## src/mcu_pkg.sv

```systemverilog
package mcu_pkg;

    // data word and bus address
    typedef logic [7:0] word_t;
    typedef logic [7:0] addr_t;

    // opcode sits in the low nibble of the first instruction byte
    typedef enum logic [3:0] {
        op_ldi  = 4'h0,
        op_ld   = 4'h1,
        op_st   = 4'h2,
        op_add  = 4'h3,
        op_sub  = 4'h4,
        op_jz   = 4'h5,
        op_jmp  = 4'h6,
        op_dbg  = 4'h7,
        op_quit = 4'h8
    } opcode_e;

    typedef enum logic [2:0] {
        st_op_addr,
        st_op_data,
        st_arg_data,
        st_exec,
        st_mem_data,
        st_halt
    } cpu_state_e;

    // memory map
    localparam addr_t rom_base    = 8'h00;
    localparam addr_t rom_limit   = 8'h7F;
    localparam addr_t ram_base    = 8'h80;
    localparam addr_t ram_limit   = 8'hBF;
    localparam addr_t gpi_lo_addr = 8'hF0;
    localparam addr_t gpi_hi_addr = 8'hF1;
    localparam addr_t gpo_lo_addr = 8'hF2;
    localparam addr_t gpo_hi_addr = 8'hF3;

endpackage
```

## src/mcu_top.sv

```systemverilog
module mcu_top #(
    parameter int ram_addr_bits = 6
) (
    input  logic        clk,
    input  logic        reset,
    input  logic [15:0] gpi,
    output logic        debug,
    output logic        quit,
    output logic [15:0] gpo
);

    // system bus
    mcu_pkg::addr_t bus_addr;
    mcu_pkg::word_t bus_wdata;
    mcu_pkg::word_t bus_rdata;
    logic           bus_we;

    // slave selects and read data
    logic           rom_sel;
    logic           ram_sel;
    logic           gpio_sel;
    mcu_pkg::word_t rom_rdata;
    mcu_pkg::word_t ram_rdata;
    mcu_pkg::word_t gpio_rdata;

    accum_cpu u_cpu (
        .clk       (clk),
        .reset     (reset),
        .bus_rdata (bus_rdata),
        .bus_addr  (bus_addr),
        .bus_wdata (bus_wdata),
        .bus_we    (bus_we),
        .debug     (debug),
        .quit      (quit)
    );

    system_bus #(.ram_addr_bits(ram_addr_bits)) u_bus (
        .clk        (clk),
        .reset      (reset),
        .bus_addr   (bus_addr),
        .rom_sel    (rom_sel),
        .ram_sel    (ram_sel),
        .gpio_sel   (gpio_sel),
        .rom_rdata  (rom_rdata),
        .ram_rdata  (ram_rdata),
        .gpio_rdata (gpio_rdata),
        .bus_rdata  (bus_rdata)
    );

    // 0x00 to 0x7f, gpio program
    program_rom u_rom (
        .clk     (clk),
        .rom_sel (rom_sel),
        .addr    (bus_addr),
        .data    (rom_rdata)
    );

    // 0x80 to 0xbf
    data_ram #(.ram_addr_bits(ram_addr_bits)) u_ram (
        .clk     (clk),
        .ram_sel (ram_sel),
        .addr    (bus_addr),
        .wdata   (bus_wdata),
        .we      (bus_we),
        .rdata   (ram_rdata)
    );

    // 0xf0 to 0xf3
    gpio_port u_gpio (
        .clk      (clk),
        .reset    (reset),
        .gpio_sel (gpio_sel),
        .addr     (bus_addr),
        .wdata    (bus_wdata),
        .we       (bus_we),
        .rdata    (gpio_rdata),
        .gpi      (gpi),
        .gpo      (gpo)
    );

endmodule

```

## src/system_bus.sv

```systemverilog
module system_bus #(
    parameter int ram_addr_bits = 6
) (
    input  logic           clk,
    input  logic           reset,
    input  mcu_pkg::addr_t bus_addr,
    output logic           rom_sel,
    output logic           ram_sel,
    output logic           gpio_sel,
    input  mcu_pkg::word_t rom_rdata,
    input  mcu_pkg::word_t ram_rdata,
    input  mcu_pkg::word_t gpio_rdata,
    output mcu_pkg::word_t bus_rdata
);

    localparam int ram_depth = 2 ** ram_addr_bits;

    mcu_pkg::addr_t ram_offset;
    logic           rom_q;
    logic           ram_q;
    logic           gpio_q;

    assign ram_offset = bus_addr - mcu_pkg::ram_base;

    // window decode
    assign rom_sel  = (bus_addr >= mcu_pkg::rom_base) && (bus_addr <= mcu_pkg::rom_limit);
    // a smaller ram leaves the top of its window unmapped
    assign ram_sel  = (bus_addr >= mcu_pkg::ram_base) && (bus_addr <= mcu_pkg::ram_limit)
                   && (int'(ram_offset) < ram_depth);
    assign gpio_sel = (bus_addr >= mcu_pkg::gpi_lo_addr) && (bus_addr <= mcu_pkg::gpo_hi_addr);

    // which slave answers this cycle
    always_ff @(posedge clk) begin
        if (reset) begin
            rom_q  <= 1'b0;
            ram_q  <= 1'b0;
            gpio_q <= 1'b0;
        end else begin
            rom_q  <= rom_sel;
            ram_q  <= ram_sel;
            gpio_q <= gpio_sel;
        end
    end

    always_comb begin
        if (rom_q) begin
            bus_rdata = rom_rdata;
        end else if (ram_q) begin
            bus_rdata = ram_rdata;
        end else if (gpio_q) begin
            bus_rdata = gpio_rdata;
        end else begin
            // unmapped reads zero
            bus_rdata = '0;
        end
    end

endmodule

```

## src/gpio_port.sv

```systemverilog
module gpio_port (
    input  logic           clk,
    input  logic           reset,
    input  logic           gpio_sel,
    input  mcu_pkg::addr_t addr,
    input  mcu_pkg::word_t wdata,
    input  logic           we,
    output mcu_pkg::word_t rdata,
    input  logic [15:0]    gpi,
    output logic [15:0]    gpo
);

    logic [15:0]    gpi_q;
    mcu_pkg::word_t gpo_lo;
    mcu_pkg::word_t gpo_hi;

    // input sampling every cycle
    always_ff @(posedge clk) begin
        gpi_q <= gpi;
    end

    // output byte registers
    always_ff @(posedge clk) begin
        if (reset) begin
            gpo_lo <= '0;
            gpo_hi <= '0;
        end else if (gpio_sel && we) begin
            if (addr == mcu_pkg::gpo_lo_addr) begin
                gpo_lo <= wdata;
            end
            if (addr == mcu_pkg::gpo_hi_addr) begin
                gpo_hi <= wdata;
            end
        end
    end

    // outputs read back as well
    always_ff @(posedge clk) begin
        if (gpio_sel) begin
            case (addr)
                mcu_pkg::gpi_lo_addr: rdata <= gpi_q[7:0];
                mcu_pkg::gpi_hi_addr: rdata <= gpi_q[15:8];
                mcu_pkg::gpo_lo_addr: rdata <= gpo_lo;
                mcu_pkg::gpo_hi_addr: rdata <= gpo_hi;
                default:              rdata <= '0;
            endcase
        end
    end

    assign gpo = {gpo_hi, gpo_lo};

endmodule

```

## src/data_ram.sv

```systemverilog
module data_ram #(
    parameter int ram_addr_bits = 6
) (
    input  logic           clk,
    input  logic           ram_sel,
    input  mcu_pkg::addr_t addr,
    input  mcu_pkg::word_t wdata,
    input  logic           we,
    output mcu_pkg::word_t rdata
);

    localparam int depth = 2 ** ram_addr_bits;

    mcu_pkg::word_t               mem [depth];
    logic [ram_addr_bits-1:0]     index;

    // window offset, only the low bits matter
    assign index = addr[ram_addr_bits-1:0];

    always_ff @(posedge clk) begin
        if (ram_sel) begin
            if (we) begin
                mem[index] <= wdata;
            end
            // read returns the old contents on a write cycle
            rdata <= mem[index];
        end
    end

endmodule

```

## src/program_rom.sv

```systemverilog
module program_rom (
    input  logic           clk,
    input  logic           rom_sel,
    input  mcu_pkg::addr_t addr,
    output mcu_pkg::word_t data
);

    // loop entry and the quit instruction at the end
    localparam mcu_pkg::addr_t loop_start = mcu_pkg::rom_base;
    localparam mcu_pkg::addr_t halt_at    = 8'h16;

    // ram cell holding the high byte of gpi
    localparam mcu_pkg::addr_t temp_addr  = mcu_pkg::ram_base;

    mcu_pkg::word_t rom_byte;

    always_comb begin
        case (addr)
            8'h00: rom_byte = {4'h0, mcu_pkg::op_ld};
            8'h01: rom_byte = mcu_pkg::gpi_hi_addr;
            8'h02: rom_byte = {4'h0, mcu_pkg::op_st};
            8'h03: rom_byte = temp_addr;
            // zero high byte ends the program
            8'h04: rom_byte = {4'h0, mcu_pkg::op_jz};
            8'h05: rom_byte = halt_at;
            8'h06: rom_byte = {4'h0, mcu_pkg::op_ld};
            8'h07: rom_byte = mcu_pkg::gpi_lo_addr;
            8'h08: rom_byte = {4'h0, mcu_pkg::op_add};
            8'h09: rom_byte = temp_addr;
            8'h0A: rom_byte = {4'h0, mcu_pkg::op_st};
            8'h0B: rom_byte = mcu_pkg::gpo_lo_addr;
            // lo minus hi into the high output byte
            8'h0C: rom_byte = {4'h0, mcu_pkg::op_ld};
            8'h0D: rom_byte = mcu_pkg::gpi_lo_addr;
            8'h0E: rom_byte = {4'h0, mcu_pkg::op_sub};
            8'h0F: rom_byte = temp_addr;
            8'h10: rom_byte = {4'h0, mcu_pkg::op_st};
            8'h11: rom_byte = mcu_pkg::gpo_hi_addr;
            8'h12: rom_byte = {4'h0, mcu_pkg::op_dbg};
            8'h13: rom_byte = 8'h00;
            8'h14: rom_byte = {4'h0, mcu_pkg::op_jmp};
            8'h15: rom_byte = loop_start;
            8'h16: rom_byte = {4'h0, mcu_pkg::op_quit};
            8'h17: rom_byte = 8'h00;
            default: rom_byte = 8'h00;
        endcase
    end

    always_ff @(posedge clk) begin
        if (rom_sel) begin
            data <= rom_byte;
        end
    end

endmodule

```

## src/accum_cpu.sv

```systemverilog
module accum_cpu (
    input  logic           clk,
    input  logic           reset,
    input  mcu_pkg::word_t bus_rdata,
    output mcu_pkg::addr_t bus_addr,
    output mcu_pkg::word_t bus_wdata,
    output logic           bus_we,
    output logic           debug,
    output logic           quit
);

    mcu_pkg::cpu_state_e state;
    mcu_pkg::addr_t      pc;
    mcu_pkg::opcode_e    opcode;
    mcu_pkg::word_t      operand;
    mcu_pkg::word_t      acc;

    logic                acc_zero;

    assign acc_zero = (acc == '0);

    // state machine and program counter
    always_ff @(posedge clk) begin
        if (reset) begin
            state <= mcu_pkg::st_op_addr;
            pc    <= '0;
        end else begin
            case (state)
                mcu_pkg::st_op_addr: begin
                    // opcode byte address is on the bus
                    pc    <= pc + 8'd1;
                    state <= mcu_pkg::st_op_data;
                end
                mcu_pkg::st_op_data: begin
                    // operand byte address is on the bus
                    pc    <= pc + 8'd1;
                    state <= mcu_pkg::st_arg_data;
                end
                mcu_pkg::st_arg_data: begin
                    state <= mcu_pkg::st_exec;
                end
                mcu_pkg::st_exec: begin
                    case (opcode)
                        mcu_pkg::op_ld,
                        mcu_pkg::op_add,
                        mcu_pkg::op_sub: begin
                            state <= mcu_pkg::st_mem_data;
                        end
                        mcu_pkg::op_jz: begin
                            if (acc_zero) begin
                                pc <= operand;
                            end
                            state <= mcu_pkg::st_op_addr;
                        end
                        mcu_pkg::op_jmp: begin
                            pc    <= operand;
                            state <= mcu_pkg::st_op_addr;
                        end
                        mcu_pkg::op_quit: begin
                            state <= mcu_pkg::st_halt;
                        end
                        default: begin
                            // ldi, st, dbg and unknown opcodes
                            state <= mcu_pkg::st_op_addr;
                        end
                    endcase
                end
                mcu_pkg::st_mem_data: begin
                    state <= mcu_pkg::st_op_addr;
                end
                mcu_pkg::st_halt: begin
                    // stays here until reset
                    state <= mcu_pkg::st_halt;
                end
                default: begin
                    state <= mcu_pkg::st_op_addr;
                end
            endcase
        end
    end

    // instruction and accumulator registers
    always_ff @(posedge clk) begin
        case (state)
            mcu_pkg::st_op_data: begin
                opcode <= mcu_pkg::opcode_e'(bus_rdata[3:0]);
            end
            mcu_pkg::st_arg_data: begin
                operand <= bus_rdata;
            end
            mcu_pkg::st_exec: begin
                if (opcode == mcu_pkg::op_ldi) begin
                    acc <= operand;
                end
            end
            mcu_pkg::st_mem_data: begin
                case (opcode)
                    mcu_pkg::op_ld:  acc <= bus_rdata;
                    mcu_pkg::op_add: acc <= acc + bus_rdata;
                    mcu_pkg::op_sub: acc <= acc - bus_rdata;
                    default:         acc <= acc;
                endcase
            end
            default: begin
                acc <= acc;
            end
        endcase
    end

    // operand address during execute and memory data, pc otherwise
    always_comb begin
        bus_addr = pc;
        if (state == mcu_pkg::st_exec) begin
            bus_addr = operand;
        end else if (state == mcu_pkg::st_mem_data) begin
            bus_addr = operand;
        end
    end

    assign bus_wdata = acc;
    assign bus_we    = (state == mcu_pkg::st_exec) && (opcode == mcu_pkg::op_st);

    // one cycle pulse during the execute cycle of dbg
    assign debug = (state == mcu_pkg::st_exec) && (opcode == mcu_pkg::op_dbg);

    // high from the cycle after quit executes
    assign quit = (state == mcu_pkg::st_halt);

endmodule

```

## config.mk

```make
export PLATFORM = sky130hd
export DESIGN_NAME = mcu_top
export DESIGN_NICKNAME = d
export VERILOG_FILES = /design/src/mcu_pkg.sv /design/src/mcu_top.sv /design/src/system_bus.sv /design/src/gpio_port.sv /design/src/data_ram.sv /design/src/program_rom.sv /design/src/accum_cpu.sv
export SDC_FILE = /design/constraint.sdc
export NUM_CORES = 1
export LEC_CHECK = 0
export BUFFER_PORTS_ARGS = -buffer_cell sky130_fd_sc_hd__buf_2
export CORE_MARGIN = 1
export CORE_UTILIZATION = 30
export CTS_BUF_LIST = sky130_fd_sc_hd__clkbuf_8
export DETAILED_ROUTE_END_ITERATION = 12
export GPL_ROUTABILITY_DRIVEN = 0
export GPL_TIMING_DRIVEN = 0
export PLACE_DENSITY = 0.47
export SYNTH_ARGS = -nofsm -noshare
export SYNTH_HDL_FRONTEND = slang
export SYNTH_SLANG_ARGS = --single-unit
```

## constraint.sdc

```tcl
create_clock -name clk -period 8.4 [get_ports clk]
set_input_delay 2.52 -clock clk [delete_from_list [all_inputs] [get_ports clk]]
set_output_delay 2.52 -clock clk [all_outputs]
set_load 0.1 [all_outputs]
```

# --- After elaboration in Yosys (flattened, before gate mapping) ---
# Memories as Yosys holds them, arrays and structs flattened. A register that Yosys moved wholly into a read port is not among the register bits.
# Cells that the tools add are included.
# Widths: inputs -> output; s select.
totals:
  ff_bits: 74
  ram_bits: 512
  mem_bits_ro: 256
  inputBits: 18
  output_inout_bits: 18
  word_cells: 83
  mem_count: 2
op_classes:
  n_addsub: 4
  n_lt_le_gt_ge: 7
  n_eq_ne: 21
  n_mux: 17
  reduce_logical: 20
memory_table:
  columns: ["name", "words", "word_bits", "read_ports", "rd_clocked_by_memory_dff", "write_ports", "line_no", "text"]
  rows:
  - ["u_ram.mem", 64, 8, 1, 1, 1, "data_ram.sv:14", "mcu_pkg::word_t mem [depth];"]
  - ["(no name shown)", 32, 8, 1, 1, 0, "program_rom.sv:18", "case (addr)"]
ops:
  columns: ["cell", "count"]
  rows:
  - ["$mux 8", 7]
  - ["$pmux 8 s2", 3]
  - ["$eq 8x8->1 const B", 4]
  - ["$pmux 8 s4", 1]
  - ["$pmux 8 s3", 1]
  - ["$eq 4x3->1 const B", 4]
  - ["$ge 8x8->1 const B", 2]
  - ["$le 8x8->1 const B", 2]
  - ["$pmux 3 s5", 1]
  - ["$add 8x1->8 const B", 1]
  - ["$add 8x8->8", 1]
  - ["$eq 4x2->1 const B", 2]
  - ["$ge 8x1->1 const B", 1]
  - ["$le 8x7->1 const B", 1]
  - ["$logic_not 8->1", 1]
  - ["$lt 8x7->1 const B", 1]
  - ["$sub 8x8->8", 1]
  - ["$sub 8x8->8 const B", 1]
  - ["$logic_and 1x1->1", 7]
  - ["$eq 3x2->1 const B", 2]
  - ["$eq 3x3->1 const B", 2]
  - ["$logic_not 3->1", 2]
  - ["$pmux 3 s2", 1]
  - ["$reduce_and 3->1", 2]
  - ["14 further kinds", 18]

# --- Logic depth before layout (Yosys ltp) ---
# Gate-level depths: netlist of the first run.
depth:
  word_depth: 8
  depth_mapped: 17
  ltp_nobuf: 16

# --- By module ---
# A second synthesis of the first run with hierarchy kept.
unflattened:
  hier_cells: 1648
  hier_area_um2: 24921.4
modules_own_cells:
  columns: ["module", "n_inst", "cells_each", "area_each_um2", "seq_area_each_um2"]
  rows:
  - ["data_ram", 1, 1195, 20368.3, 15615.0]
  - ["accum_cpu", 1, 234, 2118.3, 820.8]
  - ["gpio_port", 1, 121, 1565.3, 880.8]
  - ["program_rom", 1, 53, 551.8, 210.2]
  - ["system_bus", 1, 45, 317.8, 60.1]

# --- Worst setup path after synthesis of the first run ---
# No wires, ideal clock.
synth_timing:
  path_kind: "register to output"
  from: "register u_cpu.state[0]"
  to: "output debug"
  arrival_time_ps: 2125
  slack_ps: 3755
  path_stages_with_launch: 7
  n_path_buf: 4
  cell_sequence: "dfxtp_1 -> buf_2 -> and3b_1 -> buf_6 -> clkbuf_1 -> clkbuf_1 -> and4_1"
synth_via:
  elab_chain_cells: 2
synth_rtl:
  columns: ["item", "line_no", "text"]
  rows:
  - ["start, declared", "accum_cpu.sv:12", "mcu_pkg::cpu_state_e state;"]
  - ["start signal, assigned", "accum_cpu.sv:25", "state <= mcu_pkg::st_op_addr;"]
  - ["start signal, assigned", "accum_cpu.sv:32", "state <= mcu_pkg::st_op_data;"]
  - ["start signal, assigned", "accum_cpu.sv:37", "state <= mcu_pkg::st_arg_data;"]
  - ["$eq 3x2->1", "accum_cpu.sv:124", "assign debug = (state == mcu_pkg::st_exec) && (opcode == mcu_pkg::op_dbg);"]
  - ["$logic_and 1x1->1", "accum_cpu.sv:124", null]
  - ["end, declared", "mcu_top.sv:7", "output logic debug,"]
# Every way passes these cells.

# --- Worst setup path in the final report of the first run ---
layout_timing:
  from: "register u_cpu.state[2]"
  to: "memory u_ram.mem[62][3] in the netlist's numbering (enable)"
layout_via:
  elab_chain_cells: 8
  elab_cells_between_ends: 14
layout_rtl:
  columns: ["item", "line_no", "text"]
  rows:
  - ["$eq 3x3->1", "accum_cpu.sv:115", "end else if (state == mcu_pkg::st_mem_data) begin"]
  - ["$mux 8", "accum_cpu.sv:115", null]
  - ["$mux 8", "accum_cpu.sv:113", "if (state == mcu_pkg::st_exec) begin"]
  - ["$sub 8x8->8 (tied with other cells)", "system_bus.sv:23", "assign ram_offset = bus_addr - mcu_pkg::ram_base;"]
  - ["$lt 8x7->1 / $logic_and 1x1->1 (equally long branches)", "system_bus.sv:29, system_bus.sv:28", null]
  - ["$logic_and 1x1->1", "system_bus.sv:29", "&& (int'(ram_offset) < ram_depth);"]
  - ["$mux 1", "data_ram.sv:21", "if (ram_sel) begin"]
  - ["$mux 1 (implied by the code)", "data_ram.sv:23", "mem[index] <= wdata;"]
  - ["end, declared", "data_ram.sv:14", null]
# Several ways; a longest one is shown, not always the timed one.

==> results.json, run 1 <==
{
  "track_usage_pct": 21.66,
  "min_path_type": "flop to flop",
  "globalRouteMet1Util_pct": 29.17,
  "placed_area_mm2": 0.02600,
  "fp.dieArea_mm2": 0.08071,
  "ys_seq_area_share_pct": 73.67,
  "final_area_mm2": 0.02776,
  "syn_avg_cell_area_um2": 14.82,
  "start_kind": "flop",
  "worstPathRequired_ns": 8.72,
  "htreeDepth": 3,
  "min_period_over_period_pct": 84.21,
  "synth_top_area_share_pct": 69.81,
  "clock_path_buffers": 3,
  "synthTopCellsByArea": "edfxtp_1 70%, a22oi_1 4.6%, dfxtp_1 3.9%",
  "path_max_fanout": 10,
  "end_kind": "flop",
  "finalSetupViolations": 0,
  "core_mm2": 0.07887,
  "post-dp-hpwl_um": 59400,
  "ctsHoldBuffers": 0,
  "cts_tree": "built",
  "syn_area_mm2": 0.02387,
  "antenna_left": 0,
  "hold_viol": 0,
  "pwr-share-clk_pct": 36.7,
  "cts-root-buf": "clkbuf_8",
  "syn-num-nets": 1643,
  "fin_skew_ns": 0.04170,
  "dr.pass1.iters": 7,
  "yosysTopAreaCell": "edfxtp_1",
  "power.share.sequential_pct": 50.6,
  "wire_per_inst_um": 30.86,
  "avgViaCountPerCell": 5.653,
  "cts_buffers": 98,
  "combPwrFrac_pct": 12.7,
  "cts_resized": 0,
  "antenna_found_initial": 6,
  "vdd_drop_max_v": 0.0001249,
  "fmax_mhz": 141.4,
  "slew_violations": 0,
  "p_sw_mw": 1.821,
  "area_growth_pct": 16.28,
  "final_nets": 1803,
  "overflow": 0,
  "cp_data_arrival_time_ns": 7.40,
  "use_met3_pct": 4.711,
  "p_int_mw": 4.647,
  "synth-warning-count": 0,
  "power.leakage_nw": 9.052,
  "dp_cells": 2721,
  "fin_setup_tns_ns": 0,
  "synthFlopType": "edfxtp_1",
  "fin_crit_ns": 7.074,
  "status": "complete, no violations",
  "swShare_pct": 28.16,
  "synth_edf_count": 555,
  "final_layout_size_suffix_gt1_share_pct": 12.45,
  "first_global_vias": 15910,
  "ys_types": 69,
  "num_vias": 16340,
  "grt_use_met2_pct": 33.72,
  "drt_iter0_markers": 2102,
  "worst_slew_pin_slew_ns": 1.494,
  "cap_violations": 0,
  "clk_pin_slew_worst_paths_ns": 0.06,
  "cts_setup_buffers": 0,
  "grt_max_degree": 33,
  "rsz0062_at_grt": "false",
  "clk_latency_ns": 0.72,
  "fill_cells": 7731,
  "start_util_pct": 30.27,
  "synth_seq_cells": 601,
  "p_per_area_mw_per_mm2": 233.0,
  "grt_first_pass_wirelength_um": 123100,
  "cts.sinks": 601,
  "synth-async-reset-ratio_pct": 0,
  "synthCells": 1611,
  "maxSlewHeadroom_pct": 0.4040,
  "wl_um": 89200,
  "pin_count": 36,
  "critPathKind": "flop to flop",
  "rrSetupSlack_ns": 1.33,
  "die_x_um": 284.1,
  "die_h_um": 284.1,
  "busiest_layer": "met2",
  "portBuffers": 34,
  "num_rows": 103,
  "drc": 0,
  "final_cells": 2891
}
-- worst paths after layout --
kind,startpoint,end,cells past startpoint
setup / recovery,u_cpu.state[2],u_ram.mem[62][3],11
hold / removal,u_cpu.pc[7],u_cpu.pc[7],2
setup reg to reg,u_cpu.state[2],u_ram.mem[62][3],11
hold reg to reg,u_cpu.pc[7],u_cpu.pc[7],2
-- sequential cells by signal (all words and copies together) (netlist names) --
register and count:
u_cpu.state 3, u_cpu.bus_wdata 8, u_gpio.gpo_hi 8, u_gpio.gpo_lo 8, u_cpu.opcode 4, u_rom.data 7, u_gpio.rdata 8, u_gpio.gpi_q 16
u_cpu.operand 8, u_ram.mem 512, u_bus.ram_q 1, u_cpu.pc 8, u_bus.gpio_q 1, u_ram.rdata 8, u_bus.rom_q 1
-- cells in the final DEF, fill, tap and decap left out, types with 5 or more instances in the layout --
cell       count
and3_1        42
buf_4          6
a21oi_1       40
ha_1          13
o22ai_1       11
edfxtp_1     555
nor2b_1        9
clkbuf_8     104
a221oi_1      41
nand3_1       50
buf_2         56
xnor2_1        9
nor3_1        16
a22oi_1      147
inv_1         50
and4_1        29
or4_1          5
nand4_1       23
or3_1          5
clkinv_1      22
nand2_1       55
nor4_1        10
a22o_1        20
a2111oi_0     17
buf_1         11
clkbuf_1      72
o21ai_0       50
a31oi_1       51
mux2i_1       28
nor2_1       129
dfxtp_1       46
a31o_2        10
buf_16        20
-- critical path: stages (launching register included) --
cell      delay [ns]
dfxtp_1         0.33
buf_2           0.19
buf_2           0.24
and3_1          0.20
a221o_1         0.37
nor2_1          0.26
buf_2           0.27
nor2_2          0.85
clkbuf_1        0.97
clkbuf_1        1.03
nand2_1         0.80
nor2_1          1.12
-- area by class of cell --
cell class,instances,area [µm²],area share (%)
clock buffers,104,1431,5.156
clock inverters,65,319.1,1.149
flip-flops and latches,601,17590,63.35
diodes,1,2.502,0.009014
inverters,18,67.56,0.2434
well taps,1050,1314,4.732
multi-input cells,882,5783,20.83
repair buffers,60,789.5,2.844
plain buffers,110,466.7,1.681
-- metrics by stage --
| stage | util (%) | total power [mW] | setup slack [ns] | hold slack [ns] |
|---|---|---|---|---|
| 2_1_floorplan | - | 3.758 | 3.755 | 0.4663 |
| 3_3_place_gp | 32.15 | 4.124 | 1.334 | 0.4971 |
| 3_5_place_dp | 32.97 | 4.132 | 1.238 | 0.4978 |
| 4_1_cts | 35.19 | 6.470 | 1.258 | 0.5041 |
| 5_1_grt | 35.19 | 6.649 | 1.473 | 0.5586 |
| 6_report | 35.20 | 6.468 | 1.326 | 0.5025 |
-- synthesized netlist by cell type (22+ instances only) --
library cell and n:
a21oi_1 40, a221oi_1 41, a22oi_1 147, a31oi_1 51
and3_1 42, and4_1 29, buf_2 22, clkbuf_1 72
dfxtp_1 46, edfxtp_1 555, mux2i_1 28, nand2_1 55
nand3_1 50, nand4_1 23, nor2_1 130, o21ai_0 50
-- metal layers --
layer | wire length (µm) | vias up
met2 | 40500 | 887
met4 | 3796 | 4
li1 | - | 6827
met3 | 7702 | 196
met5 | 27 | -
met1 | 37180 | 8428
-- kinds of logic after synthesis --
logic type,synth area share [%]
mux,1.420
compound gates,12.45
fa+ha+maj,0.7652
buf+inv,2.238
xor+xnor,0.5713
simple gates,8.884
flops,73.67
-- power groups by stage --
stage	Combinational [mW]	Sequential [mW]	Clock (mW)
after floorplan	0.427	3.33	0
after global placement	0.787	3.34	0
after detailed placement	0.798	3.33	0
after CTS	0.802	3.27	2.40
after global routing	0.850	3.27	2.53
final	0.821	3.27	2.38
(Power assumes the default switching activity.)
==> inputs of run 2 (changes only) <==
PLACE_DENSITY = 0.49   (was 0.47)
clock period = 6.4 ns   (was 8.4 ns; I/O delays follow)
==> run 2 against run 1 <==
  * The flow now finishes with violations (capacitance limit, setup timing)
  * Critical path type unchanged
  * Power rose by 32%
  * Largest power group unchanged
  * Sequential cell count did not move
  * Maximum frequency rose by 9.5%
  * Non-clock buffer count rose by 2
  * Final cell count rose by 0.45%
  * Via count rose by 0.37%
  * Global-route usage barely moved
  * Worst hold slack improved by 0.0021 ns
==> results.json, run 2 (synthesis gave the netlist of run 1 again) <==
{
  "slowest_stage": "clkdlybuf4s15_1",
  "path_cells": "buf_2 > or3b_1 > clkbuf_1 > a21oi_1 > nor2_2 > inv_2 > buf_2 > nor3_1 > clkdlybuf4s15_1 > buf_2 > buf_2 > nand2_1 > nor2_1",
  "power.leakage_nw": 9.139,
  "top_regs": "u_ram.mem (512), u_gpio.gpi_q (16)",
  "pwr-share-clk_pct": 37.0,
  "crit_family": "buffers and inverters",
  "pin_count": 36,
  "regMostFlops": "u_ram.mem",
  "vdd_drop_max_v": 0.0001623,
  "fin_util_pct": 35.43,
  "final_common_cell": "edfxtp_1",
  "clk_pin_slew_worst_paths_ns": 0.07,
  "r2r-end": "u_ram.mem[15][6]",
  "start_util_pct": 30.27,
  "cap_violations": 1,
  "rr_worst_depth": 13,
  "path_max_fanout": 10,
  "num_vias": 16400,
  "cp_data_arrival_time_ns": 6.81,
  "antenna_left": 0,
  "fin_setup_tns_ns": -0.9776,
  "cts_setup_buffers": 0,
  "rsz0062_at_grt": "true",
  "cts-root-buf": "clkbuf_8",
  "power.share.sequential_pct": 50.3,
  "cpPeakStageDelay_ns": 0.98,
  "wire_per_inst_um": 30.57,
  "holdCritStartpoint": "u_cpu.pc[7]",
  "min_period_over_period_pct": 100.9,
  "final_nets": 1804,
  "clk_latency_ns": 0.75,
  "final_area_mm2": 0.02794,
  "hold-path-cell-count": 2,
  "combPwrFrac_pct": 12.7,
  "cts_buffers": 97,
  "ctsHoldBuffers": 0,
  "mostFrequentLayoutCells": "555 x edfxtp_1, 147 x a22oi_1, 109 x nor2_1",
  "p_per_area_mw_per_mm2": 305.2,
  "wl_um": 88760,
  "p_sw_mw": 2.437,
  "end_kind": "flop",
  "cts_resized": 11,
  "grt_first_pass_wirelength_um": 122900,
  "slew_violations": 0,
  "largest_reg_flops": 512,
  "status": "finished with violations",
  "power_mw": 8.527,
  "r2r-start": "u_cpu.state[2]",
  "hold-path-endpoint": "u_cpu.pc[7]",
  "first_global_vias": 15830,
  "clock_path_buffers": 3,
  "fp.dieArea_mm2": 0.08071,
  "drt_iter0_markers": 1952,
  "crit_buf_inv": 7,
  "fin_skew_ns": 0.05684,
  "num_rows": 103,
  "overflow": 0,
  "start_kind": "flop",
  "final_layout_size_suffix_gt1_share_pct": 13.78,
  "p_int_mw": 6.091,
  "violations": "capacitance limit, setup timing",
  "fill_cells": 7611,
  "core_mm2": 0.07887,
  "min_path_type": "flop to flop",
  "track_usage_pct": 21.62,
  "cts_tree": "built",
  "final_cells": 2904,
  "pre_cts_ws_ns": -0.5433,
  "die_h_um": 284.1,
  "worst_slew_pin_slew_ns": 1.464,
  "critPathKind": "flop to flop",
  "grt_max_degree": 31,
  "worst_slack_ns": -0.05956,
  "cts.sinks": 601,
  "fmax_mhz": 154.8,
  "holdWs_ns": 0.5046,
  "placed_area_mm2": 0.02608,
  "antenna_found_initial": 8,
  "maxSlewHeadroom_pct": 1.892,
  "finalSetupViolations": 30,
  "drc": 0,
  "area_growth_pct": 17.05,
  "hold_viol": 0,
  "avgViaCountPerCell": 5.648,
  "die_x_um": 284.1,
  "swShare_pct": 28.57,
  "rrSetupSlack_ns": -0.06,
  "dp_cells": 2724,
  "post-dp-hpwl_um": 59430,
  "portBuffers": 34,
  "cp_common_cell": "buf_2",
  "fin_crit_ns": 6.460,
  "dr.pass1.iters": 8,
  "htreeDepth": 3,
  "worstPathRequired_ns": 6.75
}
==> run 2: cell types whose count changed in the layout (fill, tap and decap cells not counted), moves of 3 or more <==
cell / previous run / this run
buf_16: 20 / 24
clkbuf_1: 72 / 69
clkbuf_8: 104 / 98
clkdlybuf4s15_1: 0 / 3
clkinv_1: 22 / 27
clkinv_2: 2 / 9
clkinvlp_4: 3 / 0
nor2_1: 129 / 109
nor2_2: 2 / 22
==> run 2: area by class of cell <==
type	instances	area (µm²)	share of cell area, %
Sequential cell	601	17590	62.94
Multi-Input combinational cell	882	5839	20.90
Clock buffer	98	1349	4.827
Tap cell	1050	1314	4.702
Timing Repair Buffer	63	872.1	3.121
Buffer	109	483.0	1.728
Clock inverter	80	424.2	1.518
Inverter	18	67.56	0.2418
Antenna cell	3	7.507	0.02687
==> run 2: how the worst max path moves through the flow <==
stage                   start                to  slack (ns)  cells past startpoint
2_1_floorplan  u_cpu.state[0]             debug        2.35                      6
3_3_place_gp   u_cpu.state[2]  u_ram.mem[22][1]       -0.63                     11
3_5_place_dp   u_cpu.state[2]  u_ram.mem[22][1]       -0.54                     11
4_1_cts        u_cpu.state[0]   u_ram.mem[4][7]       -0.04                     11
5_1_grt        u_cpu.state[2]  u_ram.mem[15][6]       -0.09                     13
6_report       u_cpu.state[2]  u_ram.mem[15][6]       -0.06                     13
==> run 2: worst reg2reg max path, delay by kind of cell, from the launching register on <==
family	cells	cell delay [ns]
AOI/OAI and AO/OA	1	0.20
buffers and inverters	7	2.97
DFF	1	0.32
and+or+nand+nor	5	2.64
==> run 2: routing by layer <==
layer	track usage [%]	routed length (µm)
met5	0	23
met4	6.519	2696
met3	5.281	8475
met2	33.62	40410
met1	29.78	37160
==> run 2: power groups by stage <==
| stage | Clock (mW) | Sequential, mW | Combinational [mW] |
|---|---|---|---|
| after floorplan | 0 | 4.37 | 0.561 |
| after CTS | 3.19 | 4.29 | 1.04 |
| after global routing | 3.34 | 4.30 | 1.12 |
| after detailed placement | 0 | 4.38 | 1.04 |
| final | 3.15 | 4.29 | 1.08 |
| after global placement | 0 | 4.38 | 1.02 |
